`src/common/lcd_pkg.sv`:
```
`default_nettype none

package lcd_pkg;

    // one word on the panel data bus
    typedef logic [15:0] lcd_data_t;

    // delay and phase lengths, in clock cycles
    typedef logic [15:0] lcd_cnt_t;

    // kind of a command word
    // codes match bits 19:16 of the host CMD register
    typedef enum logic [3:0] {
        CMD_END   = 4'd0,
        CMD_INST  = 4'd1,
        CMD_DATA  = 4'd2,
        CMD_DELAY = 4'd3
    } lcd_cmd_e;

    // kind in 19:16, payload in 15:0
    typedef struct packed {
        lcd_cmd_e  kind;
        lcd_data_t data;
    } lcd_word_t;

    // everything that leaves the chip towards the panel
    typedef struct packed {
        logic      rst_n;
        logic      cs_n;
        logic      rs;
        logic      wr_n;
        logic      rd_n;
        lcd_data_t data;
        logic      bl;
    } lcd_pins_t;

    // top level sequencing states
    typedef enum logic [2:0] {
        ST_IDLE,
        ST_HW_RESET,
        ST_WAKE,
        ST_INIT,
        ST_READY
    } lcd_state_e;

    // kept short, real panels want milliseconds here
    localparam lcd_cnt_t LCD_RST_CYCLES      = 16'd64;
    localparam lcd_cnt_t LCD_WAKE_CYCLES     = 16'd32;
    // 8080 write strobe shape
    localparam lcd_cnt_t LCD_WR_SETUP_CYCLES = 16'd1;
    localparam lcd_cnt_t LCD_WR_LOW_CYCLES   = 16'd2;
    localparam lcd_cnt_t LCD_WR_HIGH_CYCLES  = 16'd1;

    localparam int LCD_INIT_LEN = 12;

    // power-up sequence, delay entries carry the pause in the data field
    localparam lcd_word_t lcd_init_table [LCD_INIT_LEN] = '{
        '{CMD_INST,  16'h0011},
        '{CMD_DELAY, 16'd20},
        '{CMD_INST,  16'h003a},
        '{CMD_DATA,  16'h0055},
        '{CMD_INST,  16'h0036},
        '{CMD_DATA,  16'h0048},
        '{CMD_INST,  16'h0013},
        '{CMD_INST,  16'h0020},
        '{CMD_INST,  16'h0029},
        '{CMD_DELAY, 16'd10},
        '{CMD_INST,  16'h002c},
        '{CMD_END,   16'h0000}
    };

endpackage

`default_nettype wire

```
`src/common/wb_pkg.sv`:
```
`default_nettype none

package wb_pkg;

    // byte address, registers sit on word boundaries
    typedef logic [3:0]  wb_addr_t;
    typedef logic [31:0] wb_data_t;

    // master to slave
    typedef struct packed {
        logic       cyc;
        logic       stb;
        logic       we;
        wb_addr_t   adr;
        wb_data_t   dat;
        logic [3:0] sel;
    } wb_req_t;

    // slave to master
    typedef struct packed {
        logic     ack;
        wb_data_t dat;
    } wb_rsp_t;

    // register map
    localparam wb_addr_t WB_REG_CMD    = 4'h0;
    localparam wb_addr_t WB_REG_STATUS = 4'h4;
    localparam wb_addr_t WB_REG_CTRL   = 4'h8;

    // bit positions inside STATUS and CTRL
    localparam int WB_STAT_DONE_BIT = 0;
    localparam int WB_STAT_BUSY_BIT = 1;
    localparam int WB_CTRL_BL_BIT   = 0;

endpackage

`default_nettype wire

```
`src/hdl/lcd_wb_regs.sv`:
```
`timescale 1ns/1ps
`default_nettype none

module lcd_wb_regs (
    input  logic               clk,
    input  logic               resetn,
    input  wb_pkg::wb_req_t    wb_req_i,
    output wb_pkg::wb_rsp_t    wb_rsp_o,
    input  logic               init_done_i,
    input  logic               engine_busy_i,
    output lcd_pkg::lcd_word_t cmd_o,
    output logic               cmd_valid_o,
    input  logic               cmd_ready_i,
    output logic               backlight_o
);

    logic              ack_q;
    wb_pkg::wb_data_t  rdat_q;
    wb_pkg::wb_data_t  rd_data;
    logic              req;
    logic              sel_cmd;
    logic              sel_status;
    logic              sel_ctrl;
    logic              cmd_write;
    logic              kind_ok;
    logic              fast_ack;
    lcd_pkg::lcd_cmd_e wr_kind;

    // live transfer not yet answered
    // the ack cycle itself is masked so one transfer gets one ack
    assign req = wb_req_i.cyc && wb_req_i.stb && !ack_q;

    assign sel_cmd    = (wb_req_i.adr == wb_pkg::WB_REG_CMD);
    assign sel_status = (wb_req_i.adr == wb_pkg::WB_REG_STATUS);
    assign sel_ctrl   = (wb_req_i.adr == wb_pkg::WB_REG_CTRL);

    // command word straight off the bus, host holds it until ack
    assign wr_kind   = lcd_pkg::lcd_cmd_e'(wb_req_i.dat[19:16]);
    assign kind_ok   = (wr_kind == lcd_pkg::CMD_INST) || (wr_kind == lcd_pkg::CMD_DATA);
    assign cmd_write = req && wb_req_i.we && sel_cmd;
    assign cmd_o     = '{kind: wr_kind, data: wb_req_i.dat[15:0]};

    // only real panel writes stall, and only until the engine takes them
    assign cmd_valid_o = cmd_write && kind_ok && init_done_i;

    // reads, CTRL writes, junk kinds, unmapped: answered next edge
    assign fast_ack = req && !(cmd_write && kind_ok);

    // read mux
    always_comb begin
        rd_data = '0;
        if (sel_status) begin
            rd_data[wb_pkg::WB_STAT_DONE_BIT] = init_done_i;
            rd_data[wb_pkg::WB_STAT_BUSY_BIT] = engine_busy_i;
        end else if (sel_ctrl) begin
            rd_data[wb_pkg::WB_CTRL_BL_BIT] = backlight_o;
        end
    end

    always_ff @(posedge clk) begin
        if (!resetn) begin
            ack_q       <= 1'b0;
            backlight_o <= 1'b0;
        end else begin
            // cmd ack lands on the accept edge
            ack_q <= fast_ack || (cmd_valid_o && cmd_ready_i);
            if (req && wb_req_i.we && sel_ctrl && wb_req_i.sel[0]) begin
                backlight_o <= wb_req_i.dat[wb_pkg::WB_CTRL_BL_BIT];
            end
        end
    end

    // read data captured alongside the ack
    always_ff @(posedge clk) begin
        if (req && !wb_req_i.we) begin
            rdat_q <= rd_data;
        end
    end

    assign wb_rsp_o = '{ack: ack_q, dat: rdat_q};

endmodule

`default_nettype wire

```
`src/lcd/lcd_ctrl_fsm.sv`:
```
`timescale 1ns/1ps
`default_nettype none

module lcd_ctrl_fsm (
    input  logic                clk,
    input  logic                resetn,
    input  logic                tmr_done_i,
    input  lcd_pkg::lcd_cnt_t   pause_i,
    input  logic                pause_valid_i,
    input  logic                seq_done_i,
    output logic                tmr_load_o,
    output lcd_pkg::lcd_cnt_t   tmr_count_o,
    output logic                seq_start_o,
    output logic                seq_step_o,
    output logic                panel_rst_n_o,
    output lcd_pkg::lcd_state_e state_o
);

    lcd_pkg::lcd_state_e state;
    lcd_pkg::lcd_state_e state_nxt;
    // timer already running for the current delay entry
    logic                pause_wait;

    always_comb begin
        state_nxt   = state;
        tmr_load_o  = 1'b0;
        tmr_count_o = pause_i;
        seq_start_o = 1'b0;
        seq_step_o  = 1'b0;
        case (state)
            lcd_pkg::ST_IDLE: begin
                // arm the reset hold as we leave idle
                state_nxt   = lcd_pkg::ST_HW_RESET;
                tmr_load_o  = 1'b1;
                tmr_count_o = lcd_pkg::LCD_RST_CYCLES;
            end
            lcd_pkg::ST_HW_RESET: begin
                if (tmr_done_i) begin
                    state_nxt   = lcd_pkg::ST_WAKE;
                    tmr_load_o  = 1'b1;
                    tmr_count_o = lcd_pkg::LCD_WAKE_CYCLES;
                end
            end
            lcd_pkg::ST_WAKE: begin
                if (tmr_done_i) begin
                    state_nxt   = lcd_pkg::ST_INIT;
                    seq_start_o = 1'b1;
                end
            end
            lcd_pkg::ST_INIT: begin
                if (seq_done_i) begin
                    state_nxt = lcd_pkg::ST_READY;
                end else if (pause_wait) begin
                    // pause over, move the sequencer past the delay entry
                    seq_step_o = tmr_done_i;
                end else if (pause_valid_i) begin
                    tmr_load_o = 1'b1;
                end
            end
            default: begin
                // READY is terminal until the next reset
                state_nxt = state;
            end
        endcase
    end

    always_ff @(posedge clk) begin
        if (!resetn) begin
            state      <= lcd_pkg::ST_IDLE;
            pause_wait <= 1'b0;
        end else begin
            state <= state_nxt;
            if (seq_step_o) begin
                pause_wait <= 1'b0;
            end else if (state == lcd_pkg::ST_INIT && tmr_load_o) begin
                pause_wait <= 1'b1;
            end
        end
    end

    // panel held in reset through idle and the reset hold
    assign panel_rst_n_o = (state != lcd_pkg::ST_IDLE) && (state != lcd_pkg::ST_HW_RESET);
    assign state_o       = state;

endmodule

`default_nettype wire

```
`src/lcd/lcd_delay_timer.sv`:
```
`timescale 1ns/1ps
`default_nettype none

module lcd_delay_timer (
    input  logic              clk,
    input  logic              resetn,
    input  logic              load_i,
    input  lcd_pkg::lcd_cnt_t count_i,
    output logic              done_o
);

    lcd_pkg::lcd_cnt_t cnt;
    logic              running;

    // high in the last cycle of the wait, once per load
    assign done_o = running && (cnt == '0);

    always_ff @(posedge clk) begin
        if (!resetn) begin
            running <= 1'b0;
            cnt     <= '0;
        end else if (load_i) begin
            // a load always restarts, even mid-count
            // N loaded gives done in the Nth cycle after the load edge
            running <= 1'b1;
            cnt     <= (count_i == '0) ? '0 : count_i - 16'd1;
        end else if (running) begin
            if (cnt == '0) begin
                running <= 1'b0;
            end else begin
                cnt <= cnt - 16'd1;
            end
        end
    end

endmodule

`default_nettype wire

```
`src/lcd/lcd_init_seq.sv`:
```
`timescale 1ns/1ps
`default_nettype none

module lcd_init_seq (
    input  logic               clk,
    input  logic               resetn,
    input  logic               start_i,
    input  logic               step_i,
    output lcd_pkg::lcd_word_t word_o,
    output logic               word_valid_o,
    input  logic               word_ready_i,
    output lcd_pkg::lcd_cnt_t  pause_o,
    output logic               pause_valid_o,
    output logic               done_o
);

    logic [$clog2(lcd_pkg::LCD_INIT_LEN)-1:0] idx;
    logic                                     active;
    lcd_pkg::lcd_word_t                       entry;
    logic                                     is_word;
    logic                                     is_delay;

    assign entry = lcd_pkg::lcd_init_table[idx];

    assign is_word  = active && ((entry.kind == lcd_pkg::CMD_INST) ||
                                 (entry.kind == lcd_pkg::CMD_DATA));
    assign is_delay = active && (entry.kind == lcd_pkg::CMD_DELAY);

    assign word_o       = entry;
    assign word_valid_o = is_word;

    // pause counts from an idle bus, not from the last accept
    assign pause_o       = entry.data;
    assign pause_valid_o = is_delay && word_ready_i;

    // parked on END
    assign done_o = active && (entry.kind == lcd_pkg::CMD_END);

    always_ff @(posedge clk) begin
        if (!resetn) begin
            active <= 1'b0;
            idx    <= '0;
        end else if (start_i) begin
            active <= 1'b1;
            idx    <= '0;
        end else if ((is_word && word_ready_i) || (is_delay && step_i)) begin
            idx <= idx + 1'b1;
        end
    end

endmodule

`default_nettype wire

```
`src/lcd/lcd_write_engine.sv`:
```
`timescale 1ns/1ps
`default_nettype none

module lcd_write_engine (
    input  logic               clk,
    input  logic               resetn,
    input  lcd_pkg::lcd_word_t cmd_i,
    input  logic               cmd_valid_i,
    output logic               cmd_ready_o,
    output logic               busy_o,
    output logic               cs_n_o,
    output logic               rs_o,
    output logic               wr_n_o,
    output lcd_pkg::lcd_data_t data_o
);

    typedef enum logic [1:0] {
        PH_IDLE,
        PH_SETUP,
        PH_LOW,
        PH_HIGH
    } wr_phase_e;

    wr_phase_e          phase;
    // cycles left in the current phase, minus one
    lcd_pkg::lcd_cnt_t  phase_cnt;
    logic               accept;
    logic               rs_q;
    lcd_pkg::lcd_data_t data_q;

    assign cmd_ready_o = (phase == PH_IDLE);
    assign busy_o      = (phase != PH_IDLE);
    assign accept      = cmd_valid_i && cmd_ready_o;

    // cs_n spans setup, strobe low and strobe high
    assign cs_n_o = (phase == PH_IDLE);
    // panel latches on the rising edge leaving PH_LOW
    assign wr_n_o = (phase != PH_LOW);
    assign rs_o   = rs_q;
    assign data_o = data_q;

    always_ff @(posedge clk) begin
        if (!resetn) begin
            phase     <= PH_IDLE;
            phase_cnt <= '0;
        end else begin
            case (phase)
                PH_IDLE: begin
                    if (accept) begin
                        phase     <= PH_SETUP;
                        phase_cnt <= lcd_pkg::LCD_WR_SETUP_CYCLES - 16'd1;
                    end
                end
                PH_SETUP: begin
                    if (phase_cnt == '0) begin
                        phase     <= PH_LOW;
                        phase_cnt <= lcd_pkg::LCD_WR_LOW_CYCLES - 16'd1;
                    end else begin
                        phase_cnt <= phase_cnt - 16'd1;
                    end
                end
                PH_LOW: begin
                    if (phase_cnt == '0) begin
                        phase     <= PH_HIGH;
                        phase_cnt <= lcd_pkg::LCD_WR_HIGH_CYCLES - 16'd1;
                    end else begin
                        phase_cnt <= phase_cnt - 16'd1;
                    end
                end
                default: begin
                    // strobe high, hold time before the next word
                    if (phase_cnt == '0) begin
                        phase <= PH_IDLE;
                    end else begin
                        phase_cnt <= phase_cnt - 16'd1;
                    end
                end
            endcase
        end
    end

    // word held on the pins for the whole cycle
    always_ff @(posedge clk) begin
        if (accept) begin
            data_q <= cmd_i.data;
            rs_q   <= (cmd_i.kind == lcd_pkg::CMD_DATA);
        end
    end

endmodule

`default_nettype wire

```
`src/hdl/lcd_top.sv`:
```
`timescale 1ns/1ps
`default_nettype none

module lcd_top (
    input  logic               clk,
    input  logic               resetn,
    input  wb_pkg::wb_req_t    wb_req_i,
    output wb_pkg::wb_rsp_t    wb_rsp_o,
    output lcd_pkg::lcd_pins_t lcd_o
);

    lcd_pkg::lcd_state_e state;
    logic                in_init;
    logic                in_ready;
    // timer
    logic                tmr_load;
    logic                tmr_done;
    lcd_pkg::lcd_cnt_t   tmr_count;
    // sequencer
    logic                seq_start;
    logic                seq_step;
    logic                seq_done;
    logic                seq_valid;
    logic                seq_ready;
    lcd_pkg::lcd_word_t  seq_word;
    lcd_pkg::lcd_cnt_t   pause;
    logic                pause_valid;
    // register slave
    lcd_pkg::lcd_word_t  reg_word;
    logic                reg_valid;
    logic                reg_ready;
    logic                backlight;
    // engine
    lcd_pkg::lcd_word_t  eng_word;
    logic                eng_valid;
    logic                eng_ready;
    logic                eng_busy;
    logic                panel_rst_n;
    logic                cs_n;
    logic                rs;
    logic                wr_n;
    lcd_pkg::lcd_data_t  data;

    assign in_init  = (state == lcd_pkg::ST_INIT);
    assign in_ready = (state == lcd_pkg::ST_READY);

    // engine fed by the init table first, then by the host
    assign eng_word  = in_init ? seq_word : reg_word;
    assign eng_valid = in_init ? seq_valid : (in_ready && reg_valid);
    assign seq_ready = in_init && eng_ready;
    assign reg_ready = in_ready && eng_ready;

    lcd_ctrl_fsm fsm0 (
        .clk           (clk),
        .resetn        (resetn),
        .tmr_done_i    (tmr_done),
        .pause_i       (pause),
        .pause_valid_i (pause_valid),
        .seq_done_i    (seq_done),
        .tmr_load_o    (tmr_load),
        .tmr_count_o   (tmr_count),
        .seq_start_o   (seq_start),
        .seq_step_o    (seq_step),
        .panel_rst_n_o (panel_rst_n),
        .state_o       (state)
    );

    lcd_delay_timer tmr0 (
        .clk     (clk),
        .resetn  (resetn),
        .load_i  (tmr_load),
        .count_i (tmr_count),
        .done_o  (tmr_done)
    );

    lcd_init_seq seq0 (
        .clk           (clk),
        .resetn        (resetn),
        .start_i       (seq_start),
        .step_i        (seq_step),
        .word_o        (seq_word),
        .word_valid_o  (seq_valid),
        .word_ready_i  (seq_ready),
        .pause_o       (pause),
        .pause_valid_o (pause_valid),
        .done_o        (seq_done)
    );

    lcd_wb_regs regs0 (
        .clk           (clk),
        .resetn        (resetn),
        .wb_req_i      (wb_req_i),
        .wb_rsp_o      (wb_rsp_o),
        .init_done_i   (in_ready),
        .engine_busy_i (eng_busy),
        .cmd_o         (reg_word),
        .cmd_valid_o   (reg_valid),
        .cmd_ready_i   (reg_ready),
        .backlight_o   (backlight)
    );

    lcd_write_engine eng0 (
        .clk         (clk),
        .resetn      (resetn),
        .cmd_i       (eng_word),
        .cmd_valid_i (eng_valid),
        .cmd_ready_o (eng_ready),
        .busy_o      (eng_busy),
        .cs_n_o      (cs_n),
        .rs_o        (rs),
        .wr_n_o      (wr_n),
        .data_o      (data)
    );

    // no panel reads, rd_n parked high
    assign lcd_o = '{
        rst_n: panel_rst_n,
        cs_n:  cs_n,
        rs:    rs,
        wr_n:  wr_n,
        rd_n:  1'b1,
        data:  data,
        bl:    backlight
    };

endmodule

`default_nettype wire

```
`config.mk`:
```
export PLATFORM = sky130hd
export DESIGN_NAME = lcd_top
export DESIGN_NICKNAME = d
export VERILOG_FILES = /design/src/common/lcd_pkg.sv /design/src/common/wb_pkg.sv /design/src/hdl/lcd_wb_regs.sv /design/src/lcd/lcd_ctrl_fsm.sv /design/src/lcd/lcd_delay_timer.sv /design/src/lcd/lcd_init_seq.sv /design/src/lcd/lcd_write_engine.sv /design/src/hdl/lcd_top.sv
export SDC_FILE = /design/constraint.sdc
export NUM_CORES = 1
export LEC_CHECK = 0
export BUFFER_PORTS_ARGS = -buffer_cell sky130_fd_sc_hd__buf_4
export CAP_MARGIN = 40
export CORE_UTILIZATION = 60
export CTS_CLUSTER_SIZE = 16
export DETAILED_ROUTE_END_ITERATION = 7
export PLACE_DENSITY_LB_ADDON = 0.15
export SLEW_MARGIN = 5
export SYNTH_ARGS = -nofsm -noshare
export SYNTH_HDL_FRONTEND = slang
export SYNTH_HIERARCHICAL = 1
export SYNTH_SLANG_ARGS = --single-unit
```
`constraint.sdc`:
```
create_clock -name clk -period 10.4 [get_ports clk]
set_input_delay 1.04 -clock clk [delete_from_list [all_inputs] [get_ports clk]]
set_output_delay 1.04 -clock clk [all_outputs]
set_load 0.005 [all_outputs]
```
### Word level (Yosys, flattened, before mapping)

Memory sizes are Yosys's and may differ from the RTL's.
Cells that the tools add are included.

* register bits after elaboration: 65
* latch bits: 0
* RAM bits: 0
* ROM bits: 320
* bits of input ports: 45
* output and inout bits: 55
* logic and storage cells: 133
* memories: 1

Memory list
* (name not given): words 16, bits a word 20, rd ports 1, clocked after Yosys merged registers in 0, write ports 0, line lcd_init_seq.sv:23 `assign entry = lcd_pkg::lcd_init_table[idx];`

* $add $sub $neg: 4
* multiply operators: 0
* div/mod/pow operators: 0
* order comparisons: 1
* equality and inequality tests: 24
* shift-type cells: 0
* mux-type cells: 38
* bitwise gates (word level): 2
* reduce and logical (&&, ||, !) cells: 49

Operators by type and width (count)
* 16-bit two-way mux: 9
* 20-bit two-way mux: 3
* 16-bit zero test: 3
* 16-bit case mux with 3 select lines: 1
* 16-bit by 1-bit subtractor with 16-bit output (second input constant): 3
* 16-bit case mux with 2 select lines: 1
* 1-bit logical AND: 24
* 4-bit by 2-bit == test with 1-bit output (second input constant): 4
* 1-bit two-way mux: 14
* 3-bit case mux with 4 select lines: 1
* 2-bit by 1-bit inequality test with 1-bit output (second input constant): 5
* 3-bit two-way mux: 3
* 4-bit by 1-bit == test with 1-bit output (second input constant): 2
* 4-bit zero test: 2
* 2-bit two-way mux: 4
* 4-bit AND reduction: 2
* 3-bit by 2-bit == test with 1-bit output (second input constant): 2
* 2-bit inequality test (second input constant): 3
* 2-bit case mux with 3 select lines: 1
* 2-bit nonzero test: 3
* 5-bit greater-or-equal comparator (second input constant): 1
* 4-bit NOT with 5-bit output: 1
* 4-bit by 1-bit adder with 4-bit output (second input constant): 1
* 4-bit by 3-bit == test with 1-bit output (second input constant): 1
* 17 further kinds: 24

### Longest topological paths before layout

* depth in word-level cells: 13
* gate-level depth with buffers: 16
* mapped depth without buffers: 14

### Cells and area by module

Netlist, hierarchy kept.

By module, submodules not included
* lcd_write_engine: instances 1, cells an instance 152, area an instance 1754.2 um^2, sequential area each 870.8 um^2
* lcd_delay_timer: instances 1, cells an instance 158, area an instance 1280.0 um^2, sequential area each 340.3 um^2
* lcd_init_seq: instances 1, cells an instance 90, area an instance 686.9 um^2, sequential area each 100.1 um^2
* lcd_wb_regs: instances 1, cells an instance 78, area an instance 620.6 um^2, sequential area each 100.1 um^2
* lcd_top: instances 1, cells an instance 36, area an instance 419.2 um^2, sequential area each 0.0 um^2
* lcd_ctrl_fsm: instances 1, cells an instance 48, area an instance 374.1 um^2, sequential area each 80.1 um^2

### Worst setup path after synthesis

OpenSTA, ideal clock, no wires.

* kind: flip-flop to flip-flop
* start point: register tmr0.cnt[0]
* end point: register tmr0.cnt[9]
* setup time: 78 ps
* data arrival time: 3491 ps
* data required time: 10322 ps
* slack: 6831 ps
* cell stages (with the launch flop): 15
* path buffers: 2
* period minus slack after synthesis: 3569 ps
* cell sequence: dfxtp_1 -> inv_1 -> ha_1 -> or4b_1 -> clkbuf_2 -> nor4_1 -> and2_1 -> o21ai_2 -> buf_6 -> and2_1 -> nor4_1 -> nand2_1 -> or3_1 -> xor2_1 -> o22ai_1

* cells in the longest elaborated chain, start to end: 7
* elaborated cells between the ends (all ways): 16
* those cells by class: add/sub (2); eq/ne (1); mux (8); reduce/logical (5)

Ends and longest elaborated chain
* start, declared: line lcd_delay_timer.sv:12 `lcd_pkg::lcd_cnt_t cnt;`
* start signal, assigned: line lcd_delay_timer.sv:26 `cnt <= (count_i == '0) ? '0 : count_i - 16'd1;`
* start signal, assigned: line lcd_delay_timer.sv:31 `cnt <= cnt - 16'd1;`
* 16-bit zero test (*): line lcd_delay_timer.sv:16 `assign done_o = running && (cnt == '0);`
* 1-bit logical AND (*): line lcd_delay_timer.sv:16
* via tmr_done: line lcd_top.sv:17 `logic tmr_done;`
* 16-bit two-way mux (*): line lcd_ctrl_fsm.sv:38 `if (tmr_done_i) begin`
* 16-bit case mux with 2 select lines (*): line lcd_ctrl_fsm.sv:30 `case (state)`
* via tmr_count[3]: line lcd_top.sv:18 `lcd_pkg::lcd_cnt_t tmr_count;`
* 16-bit by 1-bit subtractor with 16-bit output / 16-bit zero test (equally long branches): line lcd_delay_timer.sv:26
* 16-bit two-way mux (*): line lcd_delay_timer.sv:26
* 16-bit two-way mux (*): line lcd_delay_timer.sv:22 `end else if (load_i) begin`

Mark *: on every way through the listed nets, which the timed path passes. The rest lies on a longest branch. The select of a mux whose other input is x is not followed.
A chain may end at the register's enable or synchronous reset.

### Worst setup path after layout

* start point: register tmr0.cnt[0]
* end point: register tmr0.cnt[6]

The elaborated chain is that of the path after synthesis.

==> flow_metrics.py <==
metrics = {
    "status": {
        "run_status": "completed",
    },
    "detailed_routing": {
        "num_vias": 3759,
        "first_pass_iters": 4,
        "initialDrtViolationCount": 143,
        "drt-total-wl_um": 9885,
        "post-route-drc-count": 0,
        "ant_nets": 0,
        "wl_per_cell_um": 14.45,
        "routed_via_density": 5.496,
    },
    "cells_and_area": {
        "synthToLayoutAreaGrowth_pct": 3.168,
        "fill_cells": 709,
        "post_route_cells_drive_above_1_share": 0.2193,
        "multi_input_area_um2": 2978,
        "diodes": 0,
        "final_nets": 634,
        "seqCellArea_um2": 1491,
        "postLayoutCoreUtil": 0.6415,
        "fin_area_um2": 5298,
    },
    "synthesis": {
        "yosysMostFrequentCell": "buf_4",
        "synth_commonest_cells": "buf_4 (87), dfxtp_1 (46), nand2_1 (39), nor2_1 (33), inv_1 (22)",
        "syn_avg_cell_area_um2": 9.137,
        "syn_inst": 562,
        "yosysTopAreaCell": "dfxtp_1",
        "yosysSeqAreaShare": 0.2904,
        "synth_flop_cell": "dfxtp_1",
        "synth_area_um2": 5135,
        "yosysWarnings": 6,
        "synth-edff-count": 19,
        "ys_seq_elements": 65,
        "ys_types": 84,
        "synthTopCellsByArea": "dfxtp_1 (18%), buf_4 (13%), edfxtp_1 (11%), mux2_4 (5.3%), ha_1 (3.7%)",
        "async_reset_ff_frac": 0,
        "synth_top_area_frac": 0.1793,
    },
    "timing": {
        "holdWs_ps": 496.1,
        "tightest_slew_ps": 861.8,
        "fmax_mhz": 246.5,
        "relSlewSlack": 0.4254,
        "drv_slew": 0,
        "final.period_utilization": 0.3900,
        "setup_viol": 0,
        "period_minus_slack_ps": 4056,
        "fin_skew_ps": 10.05,
        "hold_violations": 0,
        "rsz0062_at_grt": "false",
        "tns_ps": 0,
    },
    "clock_network": {
        "cts-root-buf": "clkbuf_8",
        "tritoncts": "done",
        "cts.repair.resized": 0,
        "clkTransAtPathRegs_ps": 70,
        "clkSinkCount": 65,
        "ctsHoldBuffers": 0,
        "clock_latency_ps": 340,
        "clockBufferDepth": 2,
        "cts_made_buffers": 9,
        "htreeDepth": 3,
        "cts_setup_buffers": 0,
    },
    "global_route": {
        "grt_overflow": 0,
        "antenna_found_initial": 0,
        "grt_util_all_layers": 0.2338,
        "grt_pass1_vias": 3559,
        "grt_max_degree": 37,
        "grt_pass1_wl_um": 16370,
    },
    "critical_path": {
        "setup.worst_path.end_class": "register",
        "r2r_slack_ps": 6340,
        "cp_data_arrival_time_ps": 4290,
        "cp.required_ps": 10630,
        "startpoint_type": "register",
        "path_max_fanout": 15,
        "cpLargestDelayFamily": "simple AND/OR/NAND/NOR gates",
        "crit_buf_inv": 2,
        "criticalPathCategory": "register to register",
        "slowest_delay_ps": 580,
        "critical_path.slowest_cell": "or4b_1",
        "crit_chain": "inv_1, ha_1, or4b_1, nor4_1, and2_1, o21ai_2, and2_1, nor4_1, clkdlybuf4s18_2, nand4_1, nand2_1, o21ai_0, a32o_1",
    },
    "power": {
        "ir_worst_vdd_v": 0.00007443,
        "power_density_nw_per_um2": 125.4,
        "p_leak_nw": 2.276,
        "total_power_uw": 664.5,
    },
    "floorplanning": {
        "std_cell_rows": 33,
        "dieArea_um2": 8932,
        "initial_core_util": 0.6218,
        "dieWidth_um": 94.51,
        "core_area_um2": 8258,
        "fp.dieH_um": 94.51,
        "io_pins": 100,
    },
    "hold_path": {
        "hp-class": "register to register",
    },
    "placed_design": {
        "place_area_um2": 5099,
        "place.port_buffers": 53,
        "gp_congestion": 0.8555,
        "post-dp-hpwl_um": 7350,
    },
    "flow_run": {
        "maxCapViolations": 0,
    },
}
## placed cells by master, fill, tap and decap left out, types with 10 or more instances in the layout
cell / instances
buf_4: 53
conb_1: 51
dfxtp_1: 46
nand2_1: 39
nor2_1: 33
inv_1: 22
a21oi_1: 20
edfxtp_1: 19
mux2_4: 18
and2_1: 18
ha_1: 15
xnor2_1: 14
nor3_1: 13
nand3_1: 13
xor2_1: 13
o21ai_0: 12
clkbuf_8: 11
nand3b_1: 10
mux2i_1: 10
nor4_1: 10
## cell families after synthesis
family                   count (synthesis)  share of synthesized area
AO/OA/AOI/OAI                           88                     0.1377
flip-flops                              65                     0.2904
other                                    3                   0.002193
AND/OR/NAND/NOR                        208                     0.2437
buffers and inverters                  125                     0.1647
adder cells (fa/ha/maj)                 15                    0.03655
multiplexers                            31                    0.07870
XOR/XNOR                                27                    0.04605
## state kept, by name, indices dropped and copies added (netlist names), 2 cells and up
name and count:
eng0/phase_cnt 16, eng0/phase 2, tmr0/cnt 16, fsm0/state_o 3, regs0/rdat_q 2, eng0/data_o 16, seq0/idx 4
## metal layers
metal	routed length (um)	global-route usage
met1	4552	0.2889
met2	4743	0.4022
met3	388	0.04026
met4	200	0.09470
met5	0	0
## worst paths after layout
path / cells after the start / end / from
setup reg to reg: 13 / tmr0/cnt[6] / tmr0/cnt[0]
hold reg to reg: 2 / regs0/backlight_o / regs0/backlight_o
hold / removal: 2 / regs0/backlight_o / regs0/backlight_o
setup / recovery: 13 / tmr0/cnt[6] / tmr0/cnt[0]
## worst reg2reg max path, cell delays in order (launching register included)
cell             delay, ps
dfxtp_1                330
inv_1                  120
ha_1                   150
or4b_1                 580
nor4_1                 380
and2_1                 400
o21ai_2                210
and2_1                 260
nor4_1                 350
clkdlybuf4s18_2        330
nand4_1                190
nand2_1                270
o21ai_0                160
a32o_1                 210
## area by class of cell
cell class	count	area share
clock inverter	2	0.006849
tap	105	0.02480
multi-input combinational	420	0.5621
inverter	24	0.01701
timing repair buffer	54	0.07700
clock buffer	14	0.03070
sequential	65	0.2815
## stage by stage
step / setup WS, ps / std cells
after detailed placement: 6394 / 668
after CTS: 6367 / 684
final: 6344 / 684
after global routing: 6023 / 684
after global placement: 6142 / 667
after floorplan: 6831 / 610
## power by group
part / internal [mW] / leakage [nW] / switching (mW) / total [mW]
combinational: 0.0678 / 1.63 / 0.0882 / 0.156
sequential: 0.272 / 0.546 / 0.0159 / 0.288
clock: 0.124 / 0.101 / 0.0957 / 0.220
total: 0.465 / 2.28 / 0.200 / 0.665
(Power assumes the default switching activity.)
